--- config.mk ---
export PLATFORM = sky130hd
export DESIGN_NAME = cpu_top
export DESIGN_NICKNAME = d
export VERILOG_FILES = /design/src/design/cpu_pkg.sv /design/src/design/register_file.sv /design/src/design/execute_unit.sv /design/src/design/fetch_unit.sv /design/src/design/store_unit.sv /design/src/design/memory_arbiter.sv /design/src/design/cpu_top.sv
export SDC_FILE = /design/constraint.sdc
export NUM_CORES = 2
export LEC_CHECK = 0
export ABC_AREA = 1
export BUFFER_PORTS_ARGS = -buffer_cell sky130_fd_sc_hd__buf_2
export CAP_MARGIN = 20
export CORE_MARGIN = 4
export CORE_UTILIZATION = 55
export CTS_BUF_LIST = sky130_fd_sc_hd__clkbuf_8
export DETAILED_ROUTE_END_ITERATION = 10
export PLACE_DENSITY_LB_ADDON = 0.25
export SYNTH_ARGS = -nofsm -noshare
export SYNTH_HDL_FRONTEND = slang
export SYNTH_SLANG_ARGS = --single-unit
--- constraint.sdc ---
create_clock -name clock -period 28.6 [get_ports clock]
set_input_delay 1.43 -clock clock [delete_from_list [all_inputs] [get_ports clock]]
set_output_delay 1.43 -clock clock [all_outputs]
set_load 0.1 [all_outputs]
--- src/design/cpu_pkg.sv ---
`default_nettype none

package cpu_pkg;

    localparam int xlen = 32;

    typedef logic [xlen-1:0] word_t;
    typedef logic [4:0]      reg_index_t;
    typedef logic [31:0]     instr_t;

    localparam logic [1:0] size_word = 2'd2;  // Memory size code for 32 bits
    localparam word_t instruction_bytes = word_t'(4);

    // Upper five opcode bits, low two bits are always 2'b11
    typedef enum logic [4:0] {
        op_imm = 5'b00100,
        auipc  = 5'b00101,
        store  = 5'b01000,
        op     = 5'b01100,
        lui    = 5'b01101,
        branch = 5'b11000,
        jal    = 5'b11011
    } opcode_e;

    typedef struct packed {
        word_t      address;
        word_t      data;
        logic [1:0] size;
        logic       write;  // 1 for store
    } mem_request_t;

    typedef enum logic [1:0] {
        owner_idle,
        owner_fetch,
        owner_store
    } owner_e;

    typedef struct packed {
        logic  valid;
        word_t target;
    } redirect_t;

endpackage

`default_nettype wire

--- src/design/register_file.sv ---
`default_nettype none

module register_file import cpu_pkg::*; (
    input  logic       clock,
    input  logic       reset,
    input  reg_index_t read_index_1,
    input  reg_index_t read_index_2,
    output word_t      read_data_1,
    output word_t      read_data_2,
    input  logic       write_enable,
    input  reg_index_t write_index,
    input  word_t      write_data
);

    word_t registers [1:31];  // x0 has no storage

    assign read_data_1 = (read_index_1 == '0) ? '0 : registers[read_index_1];
    assign read_data_2 = (read_index_2 == '0) ? '0 : registers[read_index_2];

    always_ff @(posedge clock or posedge reset) begin
        if (reset) begin
            for (int i = 1; i < 32; i++) begin
                registers[i] <= '0;
            end
        end else if (write_enable && write_index != '0) begin
            registers[write_index] <= write_data;
        end
    end

endmodule

`default_nettype wire

--- src/design/execute_unit.sv ---
`default_nettype none

module execute_unit import cpu_pkg::*; (
    input  logic         clock,
    input  logic         reset,
    input  instr_t       instruction,
    input  word_t        instruction_pc,
    input  logic         instruction_valid,
    output logic         instruction_taken,
    output redirect_t    redirect,
    input  logic         store_busy,
    output logic         store_push,
    output mem_request_t store_push_request
);

    opcode_e    opcode;
    logic [2:0] function_3;
    reg_index_t source_1_index;
    reg_index_t source_2_index;
    reg_index_t destination_index;
    word_t      source_1;
    word_t      source_2;
    word_t      immediate_i;
    word_t      immediate_s;
    word_t      immediate_b;
    word_t      immediate_u;
    word_t      immediate_j;
    word_t      operand_b;
    word_t      alu_result;
    word_t      write_data;
    logic       base_encoding;
    logic       branch_condition;
    logic       writes_destination;
    logic       jump;
    logic       is_store_word;

    assign base_encoding     = instruction[1:0] == 2'b11;
    assign opcode            = opcode_e'(instruction[6:2]);
    assign function_3        = instruction[14:12];
    assign source_1_index    = instruction[19:15];
    assign source_2_index    = instruction[24:20];
    assign destination_index = instruction[11:7];

    assign immediate_i = {{21{instruction[31]}}, instruction[30:20]};
    assign immediate_s = {{21{instruction[31]}}, instruction[30:25], instruction[11:7]};
    assign immediate_b = {{20{instruction[31]}}, instruction[7], instruction[30:25],
                          instruction[11:8], 1'b0};
    assign immediate_u = {instruction[31:12], 12'b0};
    assign immediate_j = {{12{instruction[31]}}, instruction[19:12], instruction[20],
                          instruction[30:21], 1'b0};

    register_file registers (
        .clock        (clock),
        .reset        (reset),
        .read_index_1 (source_1_index),
        .read_index_2 (source_2_index),
        .read_data_1  (source_1),
        .read_data_2  (source_2),
        .write_enable (writes_destination && instruction_taken),
        .write_index  (destination_index),
        .write_data   (write_data)
    );

    assign operand_b = (opcode == op) ? source_2 : immediate_i;

    always_comb begin
        case (function_3)
            3'b000:  alu_result = (opcode == op && instruction[30]) ? source_1 - operand_b
                                                                     : source_1 + operand_b;
            3'b001:  alu_result = source_1 << operand_b[4:0];
            3'b010:  alu_result = word_t'($signed(source_1) < $signed(operand_b));
            3'b011:  alu_result = word_t'(source_1 < operand_b);
            3'b100:  alu_result = source_1 ^ operand_b;
            3'b101:  alu_result = instruction[30] ? word_t'($signed(source_1) >>> operand_b[4:0])
                                                  : source_1 >> operand_b[4:0];
            3'b110:  alu_result = source_1 | operand_b;
            default: alu_result = source_1 & operand_b;
        endcase
    end

    always_comb begin
        case (function_3)
            3'b000:  branch_condition = source_1 == source_2;
            3'b001:  branch_condition = source_1 != source_2;
            3'b100:  branch_condition = $signed(source_1) < $signed(source_2);
            3'b101:  branch_condition = $signed(source_1) >= $signed(source_2);
            3'b110:  branch_condition = source_1 < source_2;
            3'b111:  branch_condition = source_1 >= source_2;
            default: branch_condition = 1'b0;
        endcase
    end

    always_comb begin
        writes_destination = 1'b0;
        write_data         = alu_result;
        jump               = 1'b0;
        is_store_word      = 1'b0;
        if (base_encoding) begin
            case (opcode)
                op_imm, op: writes_destination = 1'b1;
                lui: begin
                    writes_destination = 1'b1;
                    write_data         = immediate_u;
                end
                auipc: begin
                    writes_destination = 1'b1;
                    write_data         = instruction_pc + immediate_u;
                end
                jal: begin
                    writes_destination = 1'b1;
                    write_data         = instruction_pc + instruction_bytes;  // Link
                    jump               = 1'b1;
                end
                branch:  jump = branch_condition;
                store:   is_store_word = function_3 == 3'b010;  // SB and SH retire as no-ops
                default: ;
            endcase
        end
    end

    // Wait out the redirect cycle and any store still in the buffer
    assign instruction_taken = instruction_valid && !redirect.valid
                               && !(is_store_word && store_busy);

    assign store_push         = instruction_taken && is_store_word;
    assign store_push_request = '{address: source_1 + immediate_s, data: source_2,
                                  size: size_word, write: 1'b1};

    always_ff @(posedge clock or posedge reset) begin
        if (reset) begin
            redirect <= '0;
        end else begin
            redirect.valid  <= instruction_taken && jump;
            redirect.target <= instruction_pc + ((opcode == jal) ? immediate_j : immediate_b);
        end
    end

    a_held_until_taken: assert property (
        @(posedge clock) disable iff (reset)
            instruction_valid && !instruction_taken && !redirect.valid
                |=> instruction_valid && $stable(instruction) && $stable(instruction_pc)
    );

endmodule

`default_nettype wire

--- src/design/fetch_unit.sv ---
`default_nettype none

module fetch_unit import cpu_pkg::*; #(
    parameter word_t reset_pc = '0
) (
    input  logic         clock,
    input  logic         reset,
    output logic         fetch_want,
    output mem_request_t fetch_request,
    input  logic         fetch_done,
    input  word_t        read_data,
    input  logic         store_busy,
    input  redirect_t    redirect,
    output instr_t       instruction,
    output word_t        instruction_pc,
    output logic         instruction_valid,
    input  logic         instruction_taken
);

    word_t program_counter;
    logic  cancel_pending;  // Word in flight belongs to the old path
    logic  start_fetch;

    assign start_fetch = !fetch_want && (!instruction_valid || instruction_taken) && !store_busy;

    assign fetch_request = '{address: program_counter, data: '0, size: size_word, write: 1'b0};

    always_ff @(posedge clock or posedge reset) begin
        if (reset) begin
            program_counter   <= reset_pc;
            fetch_want        <= 1'b0;
            cancel_pending    <= 1'b0;
            instruction_valid <= 1'b0;
        end else begin
            if (instruction_taken) begin
                instruction_valid <= 1'b0;
            end
            if (fetch_done) begin
                fetch_want     <= 1'b0;
                cancel_pending <= 1'b0;
                if (!cancel_pending && !redirect.valid) begin
                    instruction_valid <= 1'b1;
                    program_counter   <= program_counter + instruction_bytes;
                end
            end else if (start_fetch) begin
                fetch_want <= 1'b1;
            end
            if (redirect.valid) begin
                program_counter   <= redirect.target;
                instruction_valid <= 1'b0;
                if (fetch_want && !fetch_done) begin
                    cancel_pending <= 1'b1;
                end
            end
        end
    end

    always_ff @(posedge clock) begin
        if (fetch_done) begin
            instruction    <= read_data;
            instruction_pc <= program_counter;
        end
    end

    a_no_take_on_redirect: assert property (
        @(posedge clock) disable iff (reset) redirect.valid |-> !instruction_taken
    );

endmodule

`default_nettype wire

--- src/design/store_unit.sv ---
`default_nettype none

module store_unit import cpu_pkg::*; (
    input  logic         clock,
    input  logic         reset,
    input  logic         store_push,
    input  mem_request_t store_push_request,
    output logic         store_busy,
    output logic         store_want,
    output mem_request_t store_request,
    input  logic         store_done
);

    logic         pending;
    mem_request_t held_request;

    assign store_busy    = pending;
    assign store_want    = pending;
    assign store_request = held_request;

    always_ff @(posedge clock or posedge reset) begin
        if (reset) begin
            pending <= 1'b0;
        end else if (store_push) begin
            pending <= 1'b1;
        end else if (store_done) begin
            pending <= 1'b0;
        end
    end

    // Only full words go out
    always_ff @(posedge clock) begin
        if (store_push) begin
            held_request <= '{address: store_push_request.address,
                              data: store_push_request.data,
                              size: size_word, write: 1'b1};
        end
    end

    a_done_only_when_wanted: assert property (
        @(posedge clock) disable iff (reset) store_done |-> store_want
    );

endmodule

`default_nettype wire

--- src/design/memory_arbiter.sv ---
`default_nettype none

module memory_arbiter import cpu_pkg::*; (
    input  logic         clock,
    input  logic         reset,
    input  logic         fetch_want,
    input  logic         store_want,
    input  mem_request_t fetch_request,
    input  mem_request_t store_request,
    output logic         fetch_done,
    output logic         store_done,
    output word_t        read_data,
    output word_t        memory_address,
    output word_t        memory_data_out,
    output logic [1:0]   memory_data_size,
    output logic         memory_enable,
    output logic         memory_operation,
    input  word_t        memory_data_in,
    input  logic         memory_ready
);

    owner_e       owner;
    logic         grant;
    logic         transfer_end;
    mem_request_t granted_request;

    // Memory must have dropped ready from the last transfer
    assign grant           = owner == owner_idle && !memory_ready && (store_want || fetch_want);
    assign granted_request = store_want ? store_request : fetch_request;  // Store first
    assign transfer_end    = memory_enable && memory_ready;

    assign fetch_done = transfer_end && owner == owner_fetch;
    assign store_done = transfer_end && owner == owner_store;
    assign read_data  = memory_data_in;

    always_ff @(posedge clock or posedge reset) begin
        if (reset) begin
            owner         <= owner_idle;
            memory_enable <= 1'b0;
        end else if (grant) begin
            owner         <= store_want ? owner_store : owner_fetch;
            memory_enable <= 1'b1;
        end else if (transfer_end) begin
            owner         <= owner_idle;
            memory_enable <= 1'b0;
        end
    end

    always_ff @(posedge clock) begin
        if (grant) begin
            memory_address   <= granted_request.address;
            memory_data_out  <= granted_request.data;
            memory_data_size <= granted_request.size;
            memory_operation <= granted_request.write;
        end
    end

    a_enable_has_owner: assert property (
        @(posedge clock) disable iff (reset)
            memory_enable |-> (owner == owner_fetch && fetch_want)
                              || (owner == owner_store && store_want)
    );

endmodule

`default_nettype wire

--- src/design/cpu_top.sv ---
`default_nettype none

module cpu_top import cpu_pkg::*; #(
    parameter word_t reset_pc = '0
) (
    input  logic       clock,
    input  logic       reset,
    output word_t      memory_address,
    output word_t      memory_data_out,
    output logic [1:0] memory_data_size,
    output logic       memory_enable,
    output logic       memory_operation,
    input  word_t      memory_data_in,
    input  logic       memory_ready
);

    logic         fetch_want;
    logic         fetch_done;
    mem_request_t fetch_request;
    logic         store_want;
    logic         store_done;
    mem_request_t store_request;
    word_t        read_data;
    instr_t       instruction;
    word_t        instruction_pc;
    logic         instruction_valid;
    logic         instruction_taken;
    redirect_t    redirect;
    logic         store_busy;
    logic         store_push;
    mem_request_t store_push_request;

    fetch_unit #(.reset_pc(reset_pc)) fetch (
        .clock             (clock),
        .reset             (reset),
        .fetch_want        (fetch_want),
        .fetch_request     (fetch_request),
        .fetch_done        (fetch_done),
        .read_data         (read_data),
        .store_busy        (store_busy),
        .redirect          (redirect),
        .instruction       (instruction),
        .instruction_pc    (instruction_pc),
        .instruction_valid (instruction_valid),
        .instruction_taken (instruction_taken)
    );

    execute_unit execute (
        .clock              (clock),
        .reset              (reset),
        .instruction        (instruction),
        .instruction_pc     (instruction_pc),
        .instruction_valid  (instruction_valid),
        .instruction_taken  (instruction_taken),
        .redirect           (redirect),
        .store_busy         (store_busy),
        .store_push         (store_push),
        .store_push_request (store_push_request)
    );

    store_unit store_buffer (
        .clock              (clock),
        .reset              (reset),
        .store_push         (store_push),
        .store_push_request (store_push_request),
        .store_busy         (store_busy),
        .store_want         (store_want),
        .store_request      (store_request),
        .store_done         (store_done)
    );

    memory_arbiter arbiter (
        .clock            (clock),
        .reset            (reset),
        .fetch_want       (fetch_want),
        .store_want       (store_want),
        .fetch_request    (fetch_request),
        .store_request    (store_request),
        .fetch_done       (fetch_done),
        .store_done       (store_done),
        .read_data        (read_data),
        .memory_address   (memory_address),
        .memory_data_out  (memory_data_out),
        .memory_data_size (memory_data_size),
        .memory_enable    (memory_enable),
        .memory_operation (memory_operation),
        .memory_data_in   (memory_data_in),
        .memory_ready     (memory_ready)
    );

endmodule

`default_nettype wire

Word-level counts from Yosys, hierarchy flattened:

Cells that the tools add are included.

* shift operators: 3
* reduce and logical (&&, ||, !) cells: 40
* multiplexer cells: 45
* equality and inequality tests: 19
* add/sub/neg operators: 7
* $lt $le $gt $ge: 10
* bitwise logic cells: 6

Operators with widths (count)
* bitwise mux 992 bit: 1
* two-way mux 32 bit: 14
* binary-select mux 32 bit (select 5 bit): 2
* one-hot mux 32 bit (7 select lines): 1
* demux 32 bit (select 5 bit): 1
* adder 32 bit: 4
* < comparator 32 bit: 4
* one-hot mux 32 bit (3 select lines): 1
* two-way mux 67 bit: 1
* adder 32 x 3 -> 32 bit (second input constant): 2
* greater-or-equal comparator 32 bit: 2
* AND 32 bit: 1
* equality test 32 bit: 1
* inequality test 32 bit: 1
* OR 32 bit: 1
* << shifter 32 x 5 -> 32 bit: 1
* >> shifter 32 x 5 -> 32 bit: 1
* >>> shifter 32 x 5 -> 32 bit: 1
* subtractor 32 bit: 1
* XOR 32 bit: 1
* two-way mux 20 bit: 1
* greater-or-equal comparator 6 bit (second input constant): 3
* logical AND 1 bit: 18
* two-way mux 1 bit: 18
* other kinds (22): 48

* bits of input ports: 35
* flip-flop bits (word level): 1257
* word-level logic and storage cells: 177
* output and inout bits: 68

Logic depth before layout (Yosys ltp):

* word-level depth: 12
* depth in mapped cells: 39
* gate-level depth less buffers: 36

Cells and area by module:

From an unflattened synthesis, not the netlist that was laid out.

* cell total of the unflattened synthesis: 12112
* area total of the unflattened synthesis: 82019.9 um^2

By module, submodules not included
* register_file: cells each 8245, area each 55664.6 um^2, times used 1, seq. area each 24823.8 um^2
* execute_unit: cells each 3003, area each 16502.1 um^2, times used 1, seq. area each 825.8 um^2
* fetch_unit: cells each 450, area each 4583.1 um^2, times used 1, seq. area each 2797.7 um^2
* memory_arbiter: cells each 338, area each 3266.9 um^2, times used 1, seq. area each 2087.0 um^2
* store_unit: cells each 76, area each 2003.2 um^2, times used 1, seq. area each 1946.9 um^2

Least setup slack after synthesis:

No wires, ideal clock.

* kind: input port to flip-flop
* start: input port memory_ready
* end: register arbiter.owner[0]
* data arrival time: 8.510 ns
* setup slack: 19.972 ns
* buffers on the path: 0
* library setup time: 0.117 ns
* required time: 28.483 ns
* stages on the path: 3
* cells stage by stage: nor4_1 > inv_1 > o22ai_1

* cells in the longest elaborated chain, start to end: 4
* elaborated cells on any way between the ends: 6
* classes of those cells: mux: 1; reduce/logical: 5

RTL lines
* from (decl): RTL line cpu_top.sv:14 `input logic memory_ready`
* logical NOT 1 bit: RTL line memory_arbiter.sv:28 `assign grant = owner == owner_idle && !memory_ready && (store_want || fetch_want);`
* logical AND 1 bit (2 in a row): RTL line memory_arbiter.sv:28
* two-way mux 2 bit / nonzero test 2 bit (equally long branches)
* to (signal assigned): RTL line memory_arbiter.sv:38 `owner <= owner_idle;`
* to (signal assigned): RTL line memory_arbiter.sv:41 `owner <= store_want ? owner_store : owner_fetch;`
* to (signal assigned): RTL line memory_arbiter.sv:44 `owner <= owner_idle;`
* to (decl): RTL line memory_arbiter.sv:22 `owner_e owner;`

Several ways; a longest one is shown, not always the timed one.
A chain may end at the register's enable or synchronous reset.

Worst setup path in the final report:

* start: register fetch.instruction[15]
* end: register execute.registers.registers[343] in the netlist's numbering

* cells in the longest elaborated chain, start to end: 11
* elaborated cells on any way between the ends: 21
* classes of those cells: add/sub: 3; shift: 3; mux: 10; bitwise: 4; reduce/logical: 1

RTL lines
* from (decl): RTL line fetch_unit.sv:14 `output instr_t instruction,`
* from (signal assigned): RTL line fetch_unit.sv:60 `instruction <= read_data;`
* inverter 5 -> 6 bit (implied by the code): RTL line register_file.sv:17 `assign read_data_1 = (read_index_1 == '0) ? '0 : registers[read_index_1];`
* binary-select mux 32 bit (select 5 bit): RTL line register_file.sv:17
* two-way mux 32 bit (implied by the code) (2 in a row): RTL line register_file.sv:17
* two-way mux 32 bit: RTL line register_file.sv:17
* adder 32 bit (tied with other cells): RTL line execute_unit.sv:69 `: source_1 + operand_b;`
* two-way mux 32 bit (on tied branches): RTL line execute_unit.sv:68, execute_unit.sv:74
* one-hot mux 32 bit (7 select lines): RTL line execute_unit.sv:67 `case (function_3)`
* one-hot mux 32 bit (3 select lines): RTL line execute_unit.sv:99 `case (opcode)`
* two-way mux 32 bit (*): RTL line execute_unit.sv:98 `if (base_encoding) begin`
* bitwise mux 992 bit (*): RTL line register_file.sv:26 `registers[write_index] <= write_data;`
* to (signal, indexed assignment): RTL line register_file.sv:26
* to (decl): RTL line register_file.sv:15 `word_t registers [1:31];`

Mark *: on every way between the ends. The rest lies on a longest branch, timed or not. The select of a mux whose other input is x is not followed.

==> run summary <==
outcome: complete, no violations
ANT nets after route: 0
grt total ovfl: 0
Post-synth top cells: 3634 x nand2_1, 1604 x nand3_1, 1064 x dfrtp_1, 791 x o21ai_0, 740 x a21oi_1
Crit-path slowest cell: buf_4
clk sinks: 1257
fin nets: 11600
Setup TNS Final: 0 ps
via count: 89200
Bufs on Longest Clock Path: 3
largest net degree at the start of global routing: 203
non-filler instance count after layout: 13400
GRT Overall Usage: 47.1%
R2R Path Start: fetch.instruction[15]
post-detailed-route wirelength per cell: 27.6 um
Fillers: 13600
sequential share of power: 33.3%
post-synth top area cell: dfrtp_1
instance count on the critical path: 29
HPWL after detailed placement: 228000 um
Synth warnings: 0
clock power share: 27.5%
CP Capture Type: flop
Critical Path Fanout Max: 125
worst ir drop on vdd: 0.0474 mV
CP delay by family, top: simple AND/OR/NAND/NOR gates
DP Cell Count: 13100
synth unique cells: 60
most frequent CP cell: nand2_1
core region area: 146000 um2
area grow syn2layout: 7.02%
vias in the first global route: 85000
Hold-fix buffers, CTS: 0
IO Count: 103
Final Hold Violating Endpoints: 0
worst hold path class: flop to flop
Std-Cell Rows: 140
DIE HEIGHT: 393 um
sequential area share after synthesis: 39.8%
overall power: 6.16 mW
Starting Density: 55.6%
cells after synthesis: 11700
Slew Viols, Final: 0
Post-Syn Area: 81400 um2
setup ws final: 20030 ps
number of synthesized flops with an enable pin: 193
syn_area_per_cell: 6.98 um2
Yosys top cell area share: 32.7%
clk_lat worst skew: 1000 ps
min Tclk post-route: 8570 ps
number of synthesized register bits: 1257
Top FF cell, synth: dfrtp_1
# DRC: 0
initial antenna violation count: 12
Routed WL: 371000 um
P_sw: 2.76 mW
first-pass iteration count of the detailed router: 8
FF+latch area: 32400 um2
post-CTS resize count: 0
Worst R2R End: execute.registers.registers[343]
GPL Wtd Cong: 1.07
H-tree Lvls: 4
Initial DRC Count: 14400
fraction of registers with async set/reset: 84.6%
DIE AREA: 154000 um2
Power Internal: 3.40 mW
Crit Path Category: flop to flop
critical path data arrival time: 9410 ps
combinational share of power: 39.2%
worst clock skew: 69.4 ps
FF-to-FF path depth: 29
area of the multi-input gates: 42500 um2
CTS buffer count: 212
worst stage delay on the critical path: 870 ps
CTS tree: yes
synth top area cells: dfrtp_1 33%, nand2_1 17%, nand3_1 9.9%
Final Setup Violations: 0
worst reg2reg setup slack: 20030 ps
worst setup path startpoint: fetch.instruction[15]
Slew HR: 17.1%
drt via density: 6.64
startpoint types: flop
setup bufs post-CTS: 0
part of the cycle the worst path needs: 30.0%
LEAKAGE: 42.8 nW
layout cells sized above 1: 6.83%
die width: 393 um
worst slew pin tran: 1240 ps
Synthesized Nets: 11900
Cell Pwr Density: 70.7 nW/um2
most frequent cell after synthesis: nand2_1
root buffer cell: clkbuf_8
first-pass GRT wire length: 544000 um
crit path to: execute.registers.registers[343]
crit path buf inv count: 4
RSZ-0062 raised after global routing: false
fmax: 0.117 GHz
Max Cap Viol: 0
Net Sw Frac: 44.8%
Port Buffer Count: 100
clock-pin slew on the worst setup and hold paths: 70 ps
CP required: 29440 ps
dpl ws: 20560 ps
[power by group through the flow]
stage | Combinational, mW | Sequential [mW] | Clock, mW
floorplan | 1.35 | 2.27 | 0
global placement | 2.26 | 2.08 | 0
detailed placement | 2.29 | 2.08 | 0
CTS | 2.29 | 2.05 | 1.69
global route | 2.53 | 2.07 | 1.77
finish | 2.41 | 2.06 | 1.69
[worst register-to-register path: cells and delay by family, from the launching register on]
family                     cells  cell delay (ps)
AOI/OAI and AO/OA              5             1150
adders and majority gates      1              270
buffers and inverters          4             2380
and+or+nand+nor               18             3690
xor gates and xnor gates       1              310
DFF                            1              640
[metrics by stage]
stage | hold slack (ps) | util, % | cell area [um2]
4_1_cts | 389 | 59.4 | 87000
3_3_place_gp | 370 | 56.4 | 82700
2_1_floorplan | 356 | - | 81400
5_1_grt | 405 | 59.5 | 87100
3_5_place_dp | 377 | 56.5 | 82700
6_report | 394 | 59.5 | 87200
[placed cells by master (no fill, tap or decap), types with 29 or more instances in the layout]
cell type	instances
nand2_1	3630
nand3_1	1603
dfrtp_1	1063
o21ai_0	786
inv_1	784
a21oi_1	739
nor2_1	694
clkbuf_8	255
o211ai_1	239
buf_4	233
ha_1	211
edfxtp_1	193
o21ai_1	147
o22ai_1	106
nand4_1	100
xor2_1	100
buf_2	100
nor3_1	51
nor3_2	33
o221ai_1	29
[metal layers]
metal  global-route usage, %  vias up  wire, um
met5                    1.24        -       159
met4                    36.7        8     36800
met3                    17.9     2249     60300
met2                    67.1     7652    149000
met1                    57.2    41100    126000
li1                        -    38200         -
[state kept, by name (all words and copies together) (netlist names)]
register                     flops
arbiter.memory_address          32
arbiter.memory_data_out         32
arbiter.memory_enable            1
arbiter.memory_operation         1
arbiter.owner                    2
execute.redirect                33
execute.registers.registers    992
fetch.cancel_pending             1
fetch.fetch_want                 1
fetch.instruction               32
fetch.instruction_pc            32
fetch.instruction_valid          1
fetch.program_counter           32
store_buffer.store_busy          1
store_buffer.store_request      64
[logic make-up after synthesis]
kind of cell | share of synthesized area (%)
muxes | 0.0246
buffers and inverters | 8.34
AOI/OAI and AO/OA | 15.3
and+or+nand+nor | 32.0
xor gates and xnor gates | 1.18
other | 0.00922
DFF | 39.8
adders and majority gates | 3.36
[area by class of cell]
cell class / instances / area share [%]
repair buffers: 351 / 3.01
well taps: 1917 / 2.75
multi-input cells: 8770 / 48.8
diodes: 9 / 0.0258
clock inverters: 113 / 0.884
clock buffers: 255 / 4.03
flip-flops and latches: 1257 / 37.2
inverters: 762 / 3.33
[how the worst min path moves through the flow]
stage / start / end / slack [ps] / cells after the start
global placement: fetch.instruction_pc[0] / execute.redirect[0] / 370 / 0
floorplan: fetch.instruction_pc[0] / execute.redirect[0] / 360 / 0
global route: fetch.instruction_pc[0] / execute.redirect[0] / 400 / 0
CTS: fetch.instruction_pc[0] / execute.redirect[0] / 390 / 0
finish: fetch.instruction_pc[0] / execute.redirect[0] / 390 / 0
detailed placement: fetch.instruction_pc[0] / execute.redirect[0] / 380 / 0
Note: power is estimated with default switching activity, not from simulation.
